==> config.mk <==
export PLATFORM = sky130hd
export DESIGN_NAME = fetch
export DESIGN_NICKNAME = d
export VERILOG_FILES = /design/src/isa_pkg.sv /design/src/pipe_pkg.sv /design/src/fetch.sv
export SDC_FILE = /design/constraint.sdc
export NUM_CORES = 1
export LEC_CHECK = 0
export ABC_AREA = 0
export BUFFER_PORTS_ARGS = -buffer_cell sky130_fd_sc_hd__buf_2
export CELL_PAD_IN_SITES_DETAIL_PLACEMENT = 1
export CELL_PAD_IN_SITES_GLOBAL_PLACEMENT = 1
export CORE_ASPECT_RATIO = 0.8
export CORE_MARGIN = 2
export CORE_UTILIZATION = 30
export DETAILED_ROUTE_END_ITERATION = 8
export HOLD_SLACK_MARGIN = 0.1
export PLACE_DENSITY_LB_ADDON = 0.1
export SKIP_LAST_GASP = 1
export SLEW_MARGIN = 20
export SYNTH_ARGS = -nofsm -noshare
export SYNTH_HDL_FRONTEND = slang
export SYNTH_SLANG_ARGS = --single-unit
==> constraint.sdc <==
create_clock -name clk -period 1.5 [get_ports clk]
set_clock_uncertainty 0.05 [all_clocks]
set_input_delay 0 -clock clk [delete_from_list [all_inputs] [get_ports clk]]
set_output_delay 0 -clock clk [all_outputs]
set_load 0.1 [all_outputs]
==> src/isa_pkg.sv <==
// Instruction set of the 16-bit core.
// The opcode sits in bits 15:12. Codes 4'hC to 4'hF are illegal.
// Branch and jump offsets count words relative to PC+2.
package isa_pkg;

   localparam int WORD_W = 16;
   localparam int OPC_W  = 4;

   typedef logic [WORD_W-1:0] word_t;
   typedef logic [2:0]        reg_idx_t;

   typedef enum logic [OPC_W-1:0] {
      OP_HALT = 4'h0,
      OP_NOP  = 4'h1,
      OP_ADD  = 4'h2,
      OP_SUB  = 4'h3,
      OP_AND  = 4'h4,
      OP_XOR  = 4'h5,
      OP_ADDI = 4'h6,
      OP_LBI  = 4'h7,
      OP_LD   = 4'h8,
      OP_ST   = 4'h9,
      OP_BEQZ = 4'hA,
      OP_J    = 4'hB
   } opcode_e;

   // field positions
   localparam int OPC_MSB   = 15;
   localparam int RD_MSB    = 11;
   localparam int RD_LSB    = 9;
   localparam int RS_MSB    = 8;
   localparam int RS_LSB    = 6;
   localparam int RT_MSB    = 5;
   localparam int RT_LSB    = 3;
   localparam int IMM6_MSB  = 5;
   localparam int IMM9_MSB  = 8;
   localparam int IMM12_MSB = 11;

   // R-type      op rd rs rt
   // ADDI LD ST  op rd rs imm6, rd holds the store data
   // LBI BEQZ    op rd imm9
   // J           op imm12
   localparam word_t NOP_WORD = {OP_NOP, 12'h000};

endpackage

==> src/pipe_pkg.sv <==
// Microarchitecture constants of the four-stage pipeline.
// The data memory is word addressed through address bits 8:1.
package pipe_pkg;

   import isa_pkg::*;

   // result source of the instruction in execute
   typedef enum logic [1:0] {
      WB_ALU = 2'd0,
      WB_MEM = 2'd1
   } wb_sel_e;

   // operand source in execute
   typedef enum logic {
      FWD_REG  = 1'b0,
      FWD_EXWB = 1'b1
   } fwd_sel_e;

   localparam word_t RESET_PC   = 16'h0000;
   localparam int    DMEM_WORDS = 256;
   localparam int    DMEM_AW    = $clog2(DMEM_WORDS);

endpackage

==> src/fetch.sv <==
// Program counter of the fetch stage.
// The instruction word comes back combinationally from outside the core.
module fetch import isa_pkg::*, pipe_pkg::*; (
   input  logic  clk,
   input  logic  rst_n,
   input  logic  stall,
   input  logic  flush,
   input  word_t redirect_pc,
   output word_t imem_addr,
   output word_t pc_plus_two
);

   word_t pc;

   assign imem_addr   = pc;
   assign pc_plus_two = pc + 16'd2;

   always_ff @(posedge clk or negedge rst_n) begin
      if (!rst_n) begin
         pc <= RESET_PC;
      end else if (flush) begin
         // taken branch or jump in execute
         pc <= redirect_pc;
      end else if (!stall) begin
         pc <= pc_plus_two;
      end
   end

   // execute never redirects once it has halted
   a_flush_not_stall: assert property (
      @(posedge clk) disable iff (!rst_n) !(flush && stall)
   );

endmodule

==> results of run 1 <==
[cell usage after synthesis (all sizes together)]
| master | number | area [µm²] |
|---|---|---|
| nand2 | 22 | 82.6 |
| clkbuf | 4 | 16.3 |
| xnor2 | 20 | 175 |
| xor2 | 7 | 61.3 |
| nor3b | 1 | 7.51 |
| nor2b | 1 | 6.26 |
| inv | 2 | 7.51 |
| nand4 | 4 | 52.6 |
| dfrtp | 16 | 400 |
| mux2i | 1 | 10.0 |
| buf | 7 | 37.5 |
| nor2 | 5 | 18.8 |
| nor4b | 2 | 30.0 |
| mux2 | 2 | 22.5 |
| o21ai | 14 | 70.1 |
| nand4b | 1 | 8.76 |
| nor3 | 5 | 30.0 |
| nor4 | 4 | 43.8 |
| ha | 1 | 12.5 |
| nand2b | 1 | 6.26 |
| and4 | 1 | 8.76 |
| nand3 | 5 | 30.0 |
[timing repair]
action / 4_1_cts
hold buffers: 22
endpoints found under the setup margin: 14
setup buffers: 13
pin swaps: 11
resized for setup: 11
hold endpoints to repair: 32
[kinds of logic after synthesis]
| family | Yosys count |
|---|---|
| xor gates and xnor gates | 27 |
| muxes | 3 |
| buffers and inverters | 13 |
| DFF | 16 |
| AOI/OAI and AO/OA | 14 |
| adders and majority gates | 1 |
| and+or+nand+nor | 52 |
[per-stage QoR]
| step | TNS, ns | std cells | cell area (µm²) | worst slack, ns | util |
|---|---|---|---|---|---|
| floorplan | -7.44 | 126 | 1500 | -0.630 | - |
| global placement | 0 | 234 | 2140 | 0.0100 | 0.603 |
| detailed placement | -0.0439 | 234 | 2140 | -0.0328 | 0.603 |
| CTS | -2.56 | 273 | 2560 | -0.275 | 0.723 |
==> run summary, run 1 <==
critical endpoint after global-route timing repair = pc_plus_two[11]
post-synthesis cell count = 126
largest net degree at the start of global routing = 21
Unique masters post-synth = 30
syn_area_per_cell = 9.04 µm²
Sink Count = 16
buffers from clock root to sink, at most = 2
Placement Rows = 19
XOR/XNOR share of the synthesized area = 0.208
Seq/Total Area, Yosys = 0.352
Synth Area in Compound Gates = 0.0615
post-synthesis simple-gate area fraction = 0.286
YS warnings = 0
Synth Net Count = 147
Yosys reg bits = 16
failing step = global routing (5_1_grt)
largest family of logic cells by synthesized area = simple AND/OR/NAND/NOR gates
status = stopped before the end
adder-cell share of the synthesized area = 0.0110
DPL Wire Length = 3.05 mm
Worst EP Category = top-level output
Synth Cell Area = 1140 µm²
mux share of post-synthesis cell area = 0.0286
io pins = 52
I/O Buffers = 51
H-tree Lvls = 1
RePlAce Congestion = 0.768
initial antenna violation count = 0
Initial Utilization = 0.321
Error Message = [ERROR DPL-0033] detailed placement checks failed during check placement.
Die Ht = 59.1 µm
cts bufs inserted = 3
Root Buffer = clkbuf_8
DIE WIDTH = 72.9 µm
==> inputs of run 2 (changes only) <==
Settings changed: CELL_PAD_IN_SITES_DETAIL_PLACEMENT 1 to default, CELL_PAD_IN_SITES_GLOBAL_PLACEMENT 1 to default, CORE_AREA from default to 2 2 63 65, CORE_ASPECT_RATIO 0.8 to default, CORE_MARGIN 2 to default, CORE_UTILIZATION 30 to default, DIE_AREA from default to 0 0 65 67, HOLD_SLACK_MARGIN 0.1 to default, PLACE_DENSITY_LB_ADDON 0.1 to 0.15.
Clock period 1.5 ns to 2 ns, I/O delays scaled along.
==> run 2 against run 1 <==
The flow now finishes without violations. Synthesized area unchanged. Synthesized cell count unchanged.
==> run summary, run 2 <==
worst skew pair latency = 0.25 ns
ys async rst share = 1.00 (unchanged)
largest family of logic cells by synthesized area = simple AND/OR/NAND/NOR gates
status = complete, no violations
Initial Utilization = 0.316 (-0.00569)
Largest register FFs = 16
highest clock rate = 532 MHz
H-tree Lvls = 1 (unchanged)
WS Path Type = flop to output pin
Static Leak = 0.000821 µW
Max-slew headroom = 0.682
TritonCTS clock tree = done
Max Cap Violations = 0
via count = 1,065
RSZ-0062 raised after global routing = no
Synth Area in Compound Gates = 0.0615 (unchanged)
Power Density = 797 nW/µm²
largest net degree at the start of global routing = 31
Synth Net Count = 147 (unchanged)
Max VDD drop = 0.000445 V
post-synthesis cell count = 126 (unchanged)
DR pass1 iterations = 4
Sink Count = 16 (unchanged)
most common cell after layout, fill and taps aside = buf_2
Worst Path Required = 1.95 ns
Tot GR Track Use = 0.141
YS warnings = 0 (unchanged)
Worst EP arrival = 1.83 ns
Synth Cell Area = 1140 µm² (unchanged)
Most used DFF post-synth = dfrtp_1
WL per Instance = 12.4 µm
io pins = 52 (unchanged)
most frequent cells in the layout = buf_2, nand2_1, dlygate4sd3_1
DIE AREA = 4360 µm²
gr ovfl total = 0
DIE WIDTH = 65 µm (-11%)
Post-DRT Antenna Nets = 0
Hold Fails Final Rpt = 0
Unique masters post-synth = 30 (unchanged)
vias in the first global route = 1,004
Core Region = 3610 µm²
Vias/cell = 4.51
Area growth syn-to-layout = 76.4%
mux share of post-synthesis cell area = 0.0286 (unchanged)
minimum clock period = 1.88 ns
Seq/Total Area, Yosys = 0.352 (unchanged)
max-slew violation count = 0
Total Nets Final = 210
adder-cell share of the synthesized area = 0.0110 (unchanged)
DPL Wire Length = 2.12 mm (-30%)
Synth top area share = 0.352 (unchanged)
fraction of layout cells with a size suffix above 1 = 0.521
setup tns final = 0 ns
crit share post-route = 0.939
first-pass GRT wire length = 4.71 mm
initial DRC count = 61
dpl cells = 214 (-8.5%)
CP Capture Type = output pin
XOR/XNOR share of the synthesized area = 0.208 (unchanged)
Placement Rows = 22 (+3)
most frequent cell after synthesis = nand2_1
I/O Buffers = 51 (unchanged)
area leader, netlist = dfrtp_1
antenna cells = 0
top cells by instance count after synthesis = nand2_1, xnor2_1, dfrtp_1
top fanout value on the critical path = 7
RePlAce Congestion = 0.759 (-1.2%)
Root Buffer = clkbuf_8
Setup Viol. Count Final = 0
Final Util = 0.557
Die Ht = 67 µm (+13%)
final wirelength = 2.93 mm
Yosys reg bits = 16 (unchanged)
post-synthesis simple-gate area fraction = 0.286 (unchanged)
DRC Markers = 0
CP startpoint kind = flop
buffers from clock root to sink, at most = 2 (unchanged)
HP Class = primary input to async pin
initial antenna violation count = 0
syn_area_per_cell = 9.04 µm² (unchanged)
Clock Pin Slew Worst Setup and Hold Paths = 0.07 ns
dominant cells by area after synthesis = dfrtp_1, xnor2_1, nand2_1
cts bufs inserted = 3 (unchanged)
worst slew pin tran = 0.477 ns
Post-synth EDFFs = 0 (unchanged)
Final Non-Filler Cells = 236
==> run 2: cell families after synthesis <==
kind of cell             Yosys count
multiplexers                       3
XOR/XNOR                          27
adder cells (fa/ha/maj)            1
AO/OA/AOI/OAI                     14
AND/OR/NAND/NOR                   52
buffers and inverters             13
flip-flops                        16
==> run 2: final timing paths <==
check,from,end,slack (ns),cells after the start
worst max-delay path,imem_addr[1]$_DFFE_PN0N_,pc_plus_two[7],0.12,5
worst min-delay path,rst_n,imem_addr[3]$_DFFE_PN0N_,0.15,2
worst max register to register,imem_addr[1]$_DFFE_PN0N_,imem_addr[13]$_DFFE_PN0N_,0.37,5
worst min register to register,imem_addr[0]$_DFFE_PN0P_,imem_addr[0]$_DFFE_PN0P_,0.49,1
max in group asynchronous,rst_n,imem_addr[1]$_DFFE_PN0N_,1.44,2
min in group clk,flush,imem_addr[6]$_DFFE_PN0N_,0.15,3
==> run 2: per-layer routing <==
metal	vias to the layer above	global-route usage	part of all wire
met2	29	0.251	0.50
met1	490	0.176	0.44
met5	-	0	0
li1	544	-	-
met3	2	0.0304	0.048
met4	0	0.0266	0.0034
==> run 2: where the power goes <==
part	internal, µW	switching (µW)
registers	372	92.2
logic	221	665
clock network	141	110
total	734	867
==> run 2: final cells by class <==
type,count,area [µm²]
Multi-Input combinational cell,97,916
Timing Repair Buffer,69,538
Clock buffer,4,45.0
Fill cell,346,1600
Tap cell,48,60.1
Inverter,2,7.51
Sequential cell,16,442
==> run 2: worst max-delay path: stages (launching register included) <==
cell and delay, ns:
dfrtp_4 0.47, ha_4 0.18, nand3_4 0.13, nor2_1 0.23, xor2_2 0.14, buf_2 0.43
==> run 2: through the flow <==
| step | setup WS, ns | total power [µW] | hold slack (ns) | cell area [µm²] |
|---|---|---|---|---|
| finish | 0.122 | 1600 | 0.150 | 2010 |
| global route | 0.00906 | 1660 | 0.195 | 2010 |
| CTS | 0.0214 | 1610 | 0.156 | 1990 |
| detailed placement | 0.246 | 1330 | -0.103 | 1770 |
| global placement | 0.294 | 1330 | -0.105 | 1770 |
| floorplan | -0.145 | 1190 | -0.346 | 1420 |
==> run 2: repair_timing <==
action / 4_1_cts / 5_1_grt
hold buffers: 17 / 0
buffers inserted: 1 / 0
pin swaps: 1 / 1
resized for setup: 0 / 3
setup endpoints to repair: 1 / 4
endpoints found under the hold margin: 32 / 0
No activity file was read; power rests on OpenSTA's default activity.
==> inputs of run 3 (changes only) <==
Settings changed: PLACE_DENSITY from default to 0.68, PLACE_DENSITY_LB_ADDON 0.15 to default, RECOVER_POWER from default to 25.
==> run 3 against run 2 <==
Critical path depth unchanged. Via count down 0.19%. Die area unchanged. Final cell count unchanged. Register-to-register slack about the same. First-iteration DRC count down 46%. Worst hold slack better by 0.0037 ns. Routed wire length up 0.65%. Critical path type unchanged.
==> run summary, run 3 (synthesis gave the netlist of run 2 again) <==
Setup Viol. Count Final = 0 (unchanged)
Final Util = 0.558 (+0.000694)
Final Non-Filler Cells = 236 (unchanged)
Tot GR Track Use = 0.145 (+0.00335)
RSZ-0062 raised after global routing = yes
WS Path Type = flop to output pin
WL per Instance = 12.5 µm (+0.65%)
Hold Fails Final Rpt = 0 (unchanged)
worst slew pin tran = 0.896 ns (+0.419 ns)
max-slew violation count = 0 (unchanged)
fraction of layout cells with a size suffix above 1 = 0.516 (-0.00532)
Hold WS = 0.153 ns (+0.00366 ns)
most common cell after layout, fill and taps aside = buf_2
Core Region = 3610 µm² (unchanged)
Total Nets Final = 210 (unchanged)
DIE WIDTH = 65 µm (unchanged)
via count = 1,063 (-0.19%)
cts bufs inserted = 3 (unchanged)
Worst EP arrival = 1.88 ns (+0.05 ns)
dpl cells = 214 (unchanged)
vias in the first global route = 1,050 (+4.6%)
Placement Rows = 22 (unchanged)
DRC Markers = 0 (unchanged)
buffers from clock root to sink, at most = 2 (unchanged)
highest clock rate = 518 MHz (-2.8%)
DIE AREA = 4360 µm² (unchanged)
status = complete, no violations
gr ovfl total = 0 (unchanged)
DPL Wire Length = 2.20 mm (+3.8%)
Root Buffer = clkbuf_8
HP Class = primary input to flop
CP Capture Type = output pin
top fanout value on the critical path = 7 (unchanged)
Clock Pin Slew Worst Setup and Hold Paths = 0.07 ns (about the same)
RePlAce Congestion = 0.744 (-2.0%)
CP startpoint kind = flop
crit share post-route = 0.966 (+0.0266)
minimum clock period = 1.93 ns (+0.0533 ns)
Static Leak = 0.000824 µW (+0.44%)
io pins = 52 (unchanged)
Power Density = 819 nW/µm² (+2.7%)
largest net degree at the start of global routing = 31 (unchanged)
Vias/cell = 4.50 (-0.19%)
setup slack at placement = 0.252 ns (+0.00659 ns)
DR pass1 iterations = 5 (+1)
Area growth syn-to-layout = 76.6%
Initial Utilization = 0.316 (unchanged)
Post-DRT Antenna Nets = 0 (unchanged)
worst skew pair latency = 0.25 ns (about the same)
Max Cap Violations = 0 (unchanged)
antenna cells = 0 (unchanged)
Max VDD drop = 0.000381 V (-14%)
Sink Count = 16 (unchanged)
Worst Path Required = 1.95 ns (about the same)
first-pass GRT wire length = 4.82 mm (+2.5%)
most frequent cells in the layout = buf_2, nand2_1, dlygate4sd3_1
initial antenna violation count = 0 (unchanged)
Max-slew headroom = 0.403 (-0.280)
I/O Buffers = 51 (unchanged)
H-tree Lvls = 1 (unchanged)
fillers = 316 (-8.7%)
TritonCTS clock tree = done
Largest register FFs = 16 (unchanged)
final worst slack = 0.0687 ns (-0.0533 ns)
initial DRC count = 33 (-46%)
Die Ht = 67 µm (unchanged)
final wirelength = 2.95 mm (+0.65%)
[run 3: cell types whose count changed in the layout (fill, tap and decap cells not counted)]
cell,previous run,this run
buf_2,44,43
clkbuf_8,3,4
nor4_1,0,1
nor4_2,4,3
[run 3: report_power, final]
| group | total, µW | switching (µW) | internal (µW) |
|---|---|---|---|
| registers | 466 | 93.6 | 372 |
| logic | 888 | 667 | 221 |
| clock network | 294 | 119 | 175 |
[run 3: worst paths after layout]
path                       depth (start not counted)  slack, ns                         to                startpoint
max                                                5       0.07            pc_plus_two[13]  imem_addr[1]$_DFFE_PN0N_
min                                                3       0.15  imem_addr[10]$_DFFE_PN0N_                     flush
max reg2reg                                        5       0.38  imem_addr[11]$_DFFE_PN0N_  imem_addr[1]$_DFFE_PN0N_
min reg2reg                                        1       0.49   imem_addr[0]$_DFFE_PN0P_  imem_addr[0]$_DFFE_PN0P_
max in group asynchronous                          2       0.91   imem_addr[2]$_DFFE_PN0N_                     rst_n
min in group asynchronous                          2       0.34   imem_addr[6]$_DFFE_PN0N_                     rst_n
[run 3: cell type report]
type                       count  area, µm²  share of cell area
inverter                       2       7.51             0.00373
sequential                    16        442               0.220
timing repair buffer          69        537               0.267
clock buffer                   4       55.1              0.0274
multi-input combinational     97        910               0.452
tap                           48       60.1              0.0299
[run 3: worst max-delay path: stages, from the launching register on]
cell	delay, ns
dfrtp_4	0.48
ha_4	0.18
nand3_4	0.12
nor4_1	0.46
xnor2_2	0.19
buf_12	0.20
[run 3: what timing repair did]
item,CTS,global route
hold buffers,17,0
setup endpoints to repair,1,3
gates resized for setup,0,2
setup buffers,1,0
pin swaps,1,0
endpoints found under the hold margin,32,0
[run 3: metal layers]
metal	part of all wire	track usage	vias to the layer above	routed length, µm
met3	0.055	0.0253	4	161
met1	0.43	0.175	487	1260
met2	0.50	0.253	30	1480
li1	-	-	542	-
met5	0	0	-	0
met4	0.015	0.0585	0	45
[run 3: metrics by stage]
stage / power [µW] / setup TNS, ns / cell area (µm²)
global placement: 1330 / 0 / 1770
floorplan: 1190 / -0.715 / 1420
finish: 1650 / 0 / 2010
global route: 1710 / -0.0404 / 2010
detailed placement: 1340 / 0 / 1770
CTS: 1660 / 0 / 2000
==> inputs of run 4 (changes only) <==
--- a/config.mk
+++ b/config.mk
@@ -7,3 +7,2 @@
 export LEC_CHECK = 0
-export ABC_AREA = 0
 export BUFFER_PORTS_ARGS = -buffer_cell sky130_fd_sc_hd__buf_2
@@ -12,3 +11,3 @@
 export DIE_AREA = 0 0 65 67
-export PLACE_DENSITY = 0.68
+export PLACE_DENSITY = 0.7
 export RECOVER_POWER = 25
==> constraint.sdc (replaced) <==
create_clock -name clk -period 1.6 [get_ports clk]
set_clock_uncertainty 0.05 [all_clocks]
set_input_delay 0 -clock clk [delete_from_list [all_inputs] [get_ports clk]]
set_output_delay 0 -clock clk [all_outputs]
set_load 0.01 [all_outputs]
==> run 4 against run 3 <==
The flow now finishes with violations (negative setup slack). Worst setup slack got worse by 0.091 ns. Critical path depth grew 1. Global-route usage increased by 0.80 points. Die area is the same. Sequential power grew 7.1%. Worst hold slack lost 0.096 ns. Register-to-register slack got worse by 0.39 ns. Via count up 11%. Flip-flop and latch count unchanged. Count of clock-buffer cells in the layout stayed put. Critical path type unchanged. Critical endpoint is now pc_plus_two[15]. Largest power group unchanged. Highest routed layer unchanged.
==> run summary, run 4 (synthesis gave the netlist of run 2 again) <==
highest clock rate = 616 MHz
Worst EP arrival = 1.57 ns (-0.31 ns)
Vias/cell = 4.58 (+1.7%)
fillers = 342 (+8.2%)
DRC Markers = 0 (unchanged)
Static Leak = 0.000849 µW (+3.0%)
net switching power = 450 µW (-49%)
Power Density = 722 nW/µm² (-12%)
largest net degree at the start of global routing = 17 (-45%)
Placement Rows = 22 (unchanged)
Largest register FFs = 16 (unchanged)
HP Start = flush
FF-to-FF Start = imem_addr[1]$_DFFE_PN0N_
Tot GR Track Use = 0.152 (+0.00795)
status = finished, violations left
CP Capture Type = output pin
Setup Viol. Count Final = 3 (+3)
Area growth syn-to-layout = 67.4%
DIE AREA = 4360 µm² (unchanged)
Initial Utilization = 0.316 (unchanged)
Cell Int Power = 925 µW (+21%)
final wirelength = 3.25 mm (+10%)
vias in the first global route = 1,065 (+1.4%)
top fanout value on the critical path = 8 (+1)
first-pass GRT wire length = 4.98 mm (+3.3%)
R2R setup slack = -0.01 ns (-0.39 ns)
CP Cell Sequence = buf_6, nand2_2, nor3_4, nand3_1, xnor2_1, buf_2
most common cell after layout, fill and taps aside = buf_2
Post-DRT Antenna Nets = 0 (unchanged)
Root Buffer = clkbuf_8
WS Path Type = flop to output pin
worst hold path stage count = 3 (unchanged)
reg2reg end = imem_addr[8]$_DFFE_PN0N_
I/O Buffers = 51 (unchanged)
Total Nets Final = 231 (+10%)
Slowest-stage cell, CP = dfrtp_1
io pins = 52 (unchanged)
cts bufs inserted = 3 (unchanged)
antenna cells = 0 (unchanged)
gr ovfl total = 0 (unchanged)
H-tree Lvls = 1 (unchanged)
RSZ-0062 raised after global routing = yes
Hold Fails Final Rpt = 0 (unchanged)
Clk pwr share = 0.266 (+0.088)
Gate power share = 0.370 (-0.169)
Pwr Total = 1380 µW (-17%)
RePlAce Congestion = 0.815 (+9.6%)
Core Region = 3610 µm² (unchanged)
via count = 1,177 (+11%)
TritonCTS clock tree = done
most frequent cells in the layout = buf_2, xnor2_1, nand2_1
Max Cap Violations = 0 (unchanged)
max-slew violation count = 0 (unchanged)
initial DRC count = 25 (-24%)
register area = 403 µm² (-8.8%)
Max VDD drop = 0.000401 V (+5.1%)
DR pass1 iterations = 4 (-1)
Die Ht = 67 µm (unchanged)
Sink Count = 16 (unchanged)
minimum clock period = 1.62 ns
Clock Pin Slew Worst Setup and Hold Paths = 0.07 ns (about the same)
initial antenna violation count = 0 (unchanged)
worst skew pair latency = 0.25 ns (about the same)
Worst Path Required = 1.55 ns (-0.40 ns)
final worst slack = -0.0226 ns (-0.0913 ns)
CP startpoint kind = flop
HP Class = primary input to flop
DIE WIDTH = 65 µm (unchanged)
WL per Instance = 12.6 µm (+1.3%)
setup tns final = -0.0365 ns (-0.0365 ns)
DPL Wire Length = 2.31 mm (+4.9%)
fraction of power consumed by sequential logic = 0.363 (+0.080)
worst slew pin tran = 0.922 ns (+0.0258 ns)
reg2reg path depth = 6 (+1)
fraction of layout cells with a size suffix above 1 = 0.478 (-0.0375)
Max-slew headroom = 0.386 (-0.0172)
Sw Share = 0.327 (-0.207)
failing checks = negative setup slack
buffers from clock root to sink, at most = 2 (unchanged)
Critical Path Max Stage Delay = 0.39 ns (-0.09 ns)
multi-input logic area = 772 µm² (-15%)
Worst Hold End = imem_addr[15]$_DFFE_PN0N_
crit share post-route = 1.01
==> run 4: cell type report <==
class	instances	area share
multi-input combinational	97	0.405
timing repair buffer	90	0.319
sequential	16	0.211
tap	48	0.0315
clock buffer	4	0.0289
inverter	2	0.00394
==> run 4: per-layer routing <==
layer / share of wire / wire [µm] / vias to the layer above / track usage
met1: 0.47 / 1520 / 544 / 0.199
met3: 0.056 / 181 / 5 / 0.0321
met5: 0 / 0 / - / 0
met2: 0.47 / 1520 / 37 / 0.255
met4: 0.0086 / 28 / 0 / 0.0399
li1: - / - / 591 / -
==> run 4: critical path: cells and delay by family, from the launching register on <==
| family | cells | cell delay, ns |
|---|---|---|
| XOR/XNOR | 1 | 0.13 |
| AND/OR/NAND/NOR | 3 | 0.51 |
| buffers and inverters | 2 | 0.29 |
| flip-flops | 1 | 0.39 |
==> run 4: repair_timing <==
item	4_1_cts	5_1_grt
setup endpoints to repair	5	16
buffers inserted	2	3
pin swaps	2	3
hold buffers	17	0
endpoints found under the hold margin	32	0
resized for setup	8	18
==> run 4: power by group through the flow <==
stage	sequential [µW]	combinational (µW)	clock (µW)
4_1_cts	490	491	371
5_1_grt	505	555	394
6_report	499	509	366
3_3_place_gp	494	428	0
2_1_floorplan	519	211	0
3_5_place_dp	496	434	0
==> run 4: worst max-delay path by stage <==
stage | startpoint | end | slack [ns] | depth (start not counted)
after floorplan | imem_addr[5]$_DFFE_PN0N_ | imem_addr[14]$_DFFE_PN0N_ | 0.01 | 5
after global placement | imem_addr[2]$_DFFE_PN0N_ | imem_addr[14]$_DFFE_PN0N_ | 0.09 | 5
after detailed placement | imem_addr[2]$_DFFE_PN0N_ | imem_addr[14]$_DFFE_PN0N_ | 0.04 | 5
after CTS | imem_addr[2]$_DFFE_PN0N_ | pc_plus_two[12] | -0.03 | 6
after global routing | imem_addr[6]$_DFFE_PN0N_ | pc_plus_two[10] | -0.14 | 6
final | imem_addr[5]$_DFFE_PN0N_ | pc_plus_two[15] | -0.02 | 6
==> run 4: metrics by stage <==
step	instance area, µm²	util	hold WS (ns)	setup WS, ns	std cells
3_5_place_dp	1540	0.426	-0.104	0.0394	232
4_1_cts	1820	0.503	0.0585	-0.0325	255
6_report	1910	0.528	0.0575	-0.0226	257
3_3_place_gp	1540	0.426	-0.111	0.0879	232
2_1_floorplan	1140	-	-0.346	0.00981	126
5_1_grt	1910	0.528	0.0810	-0.136	257
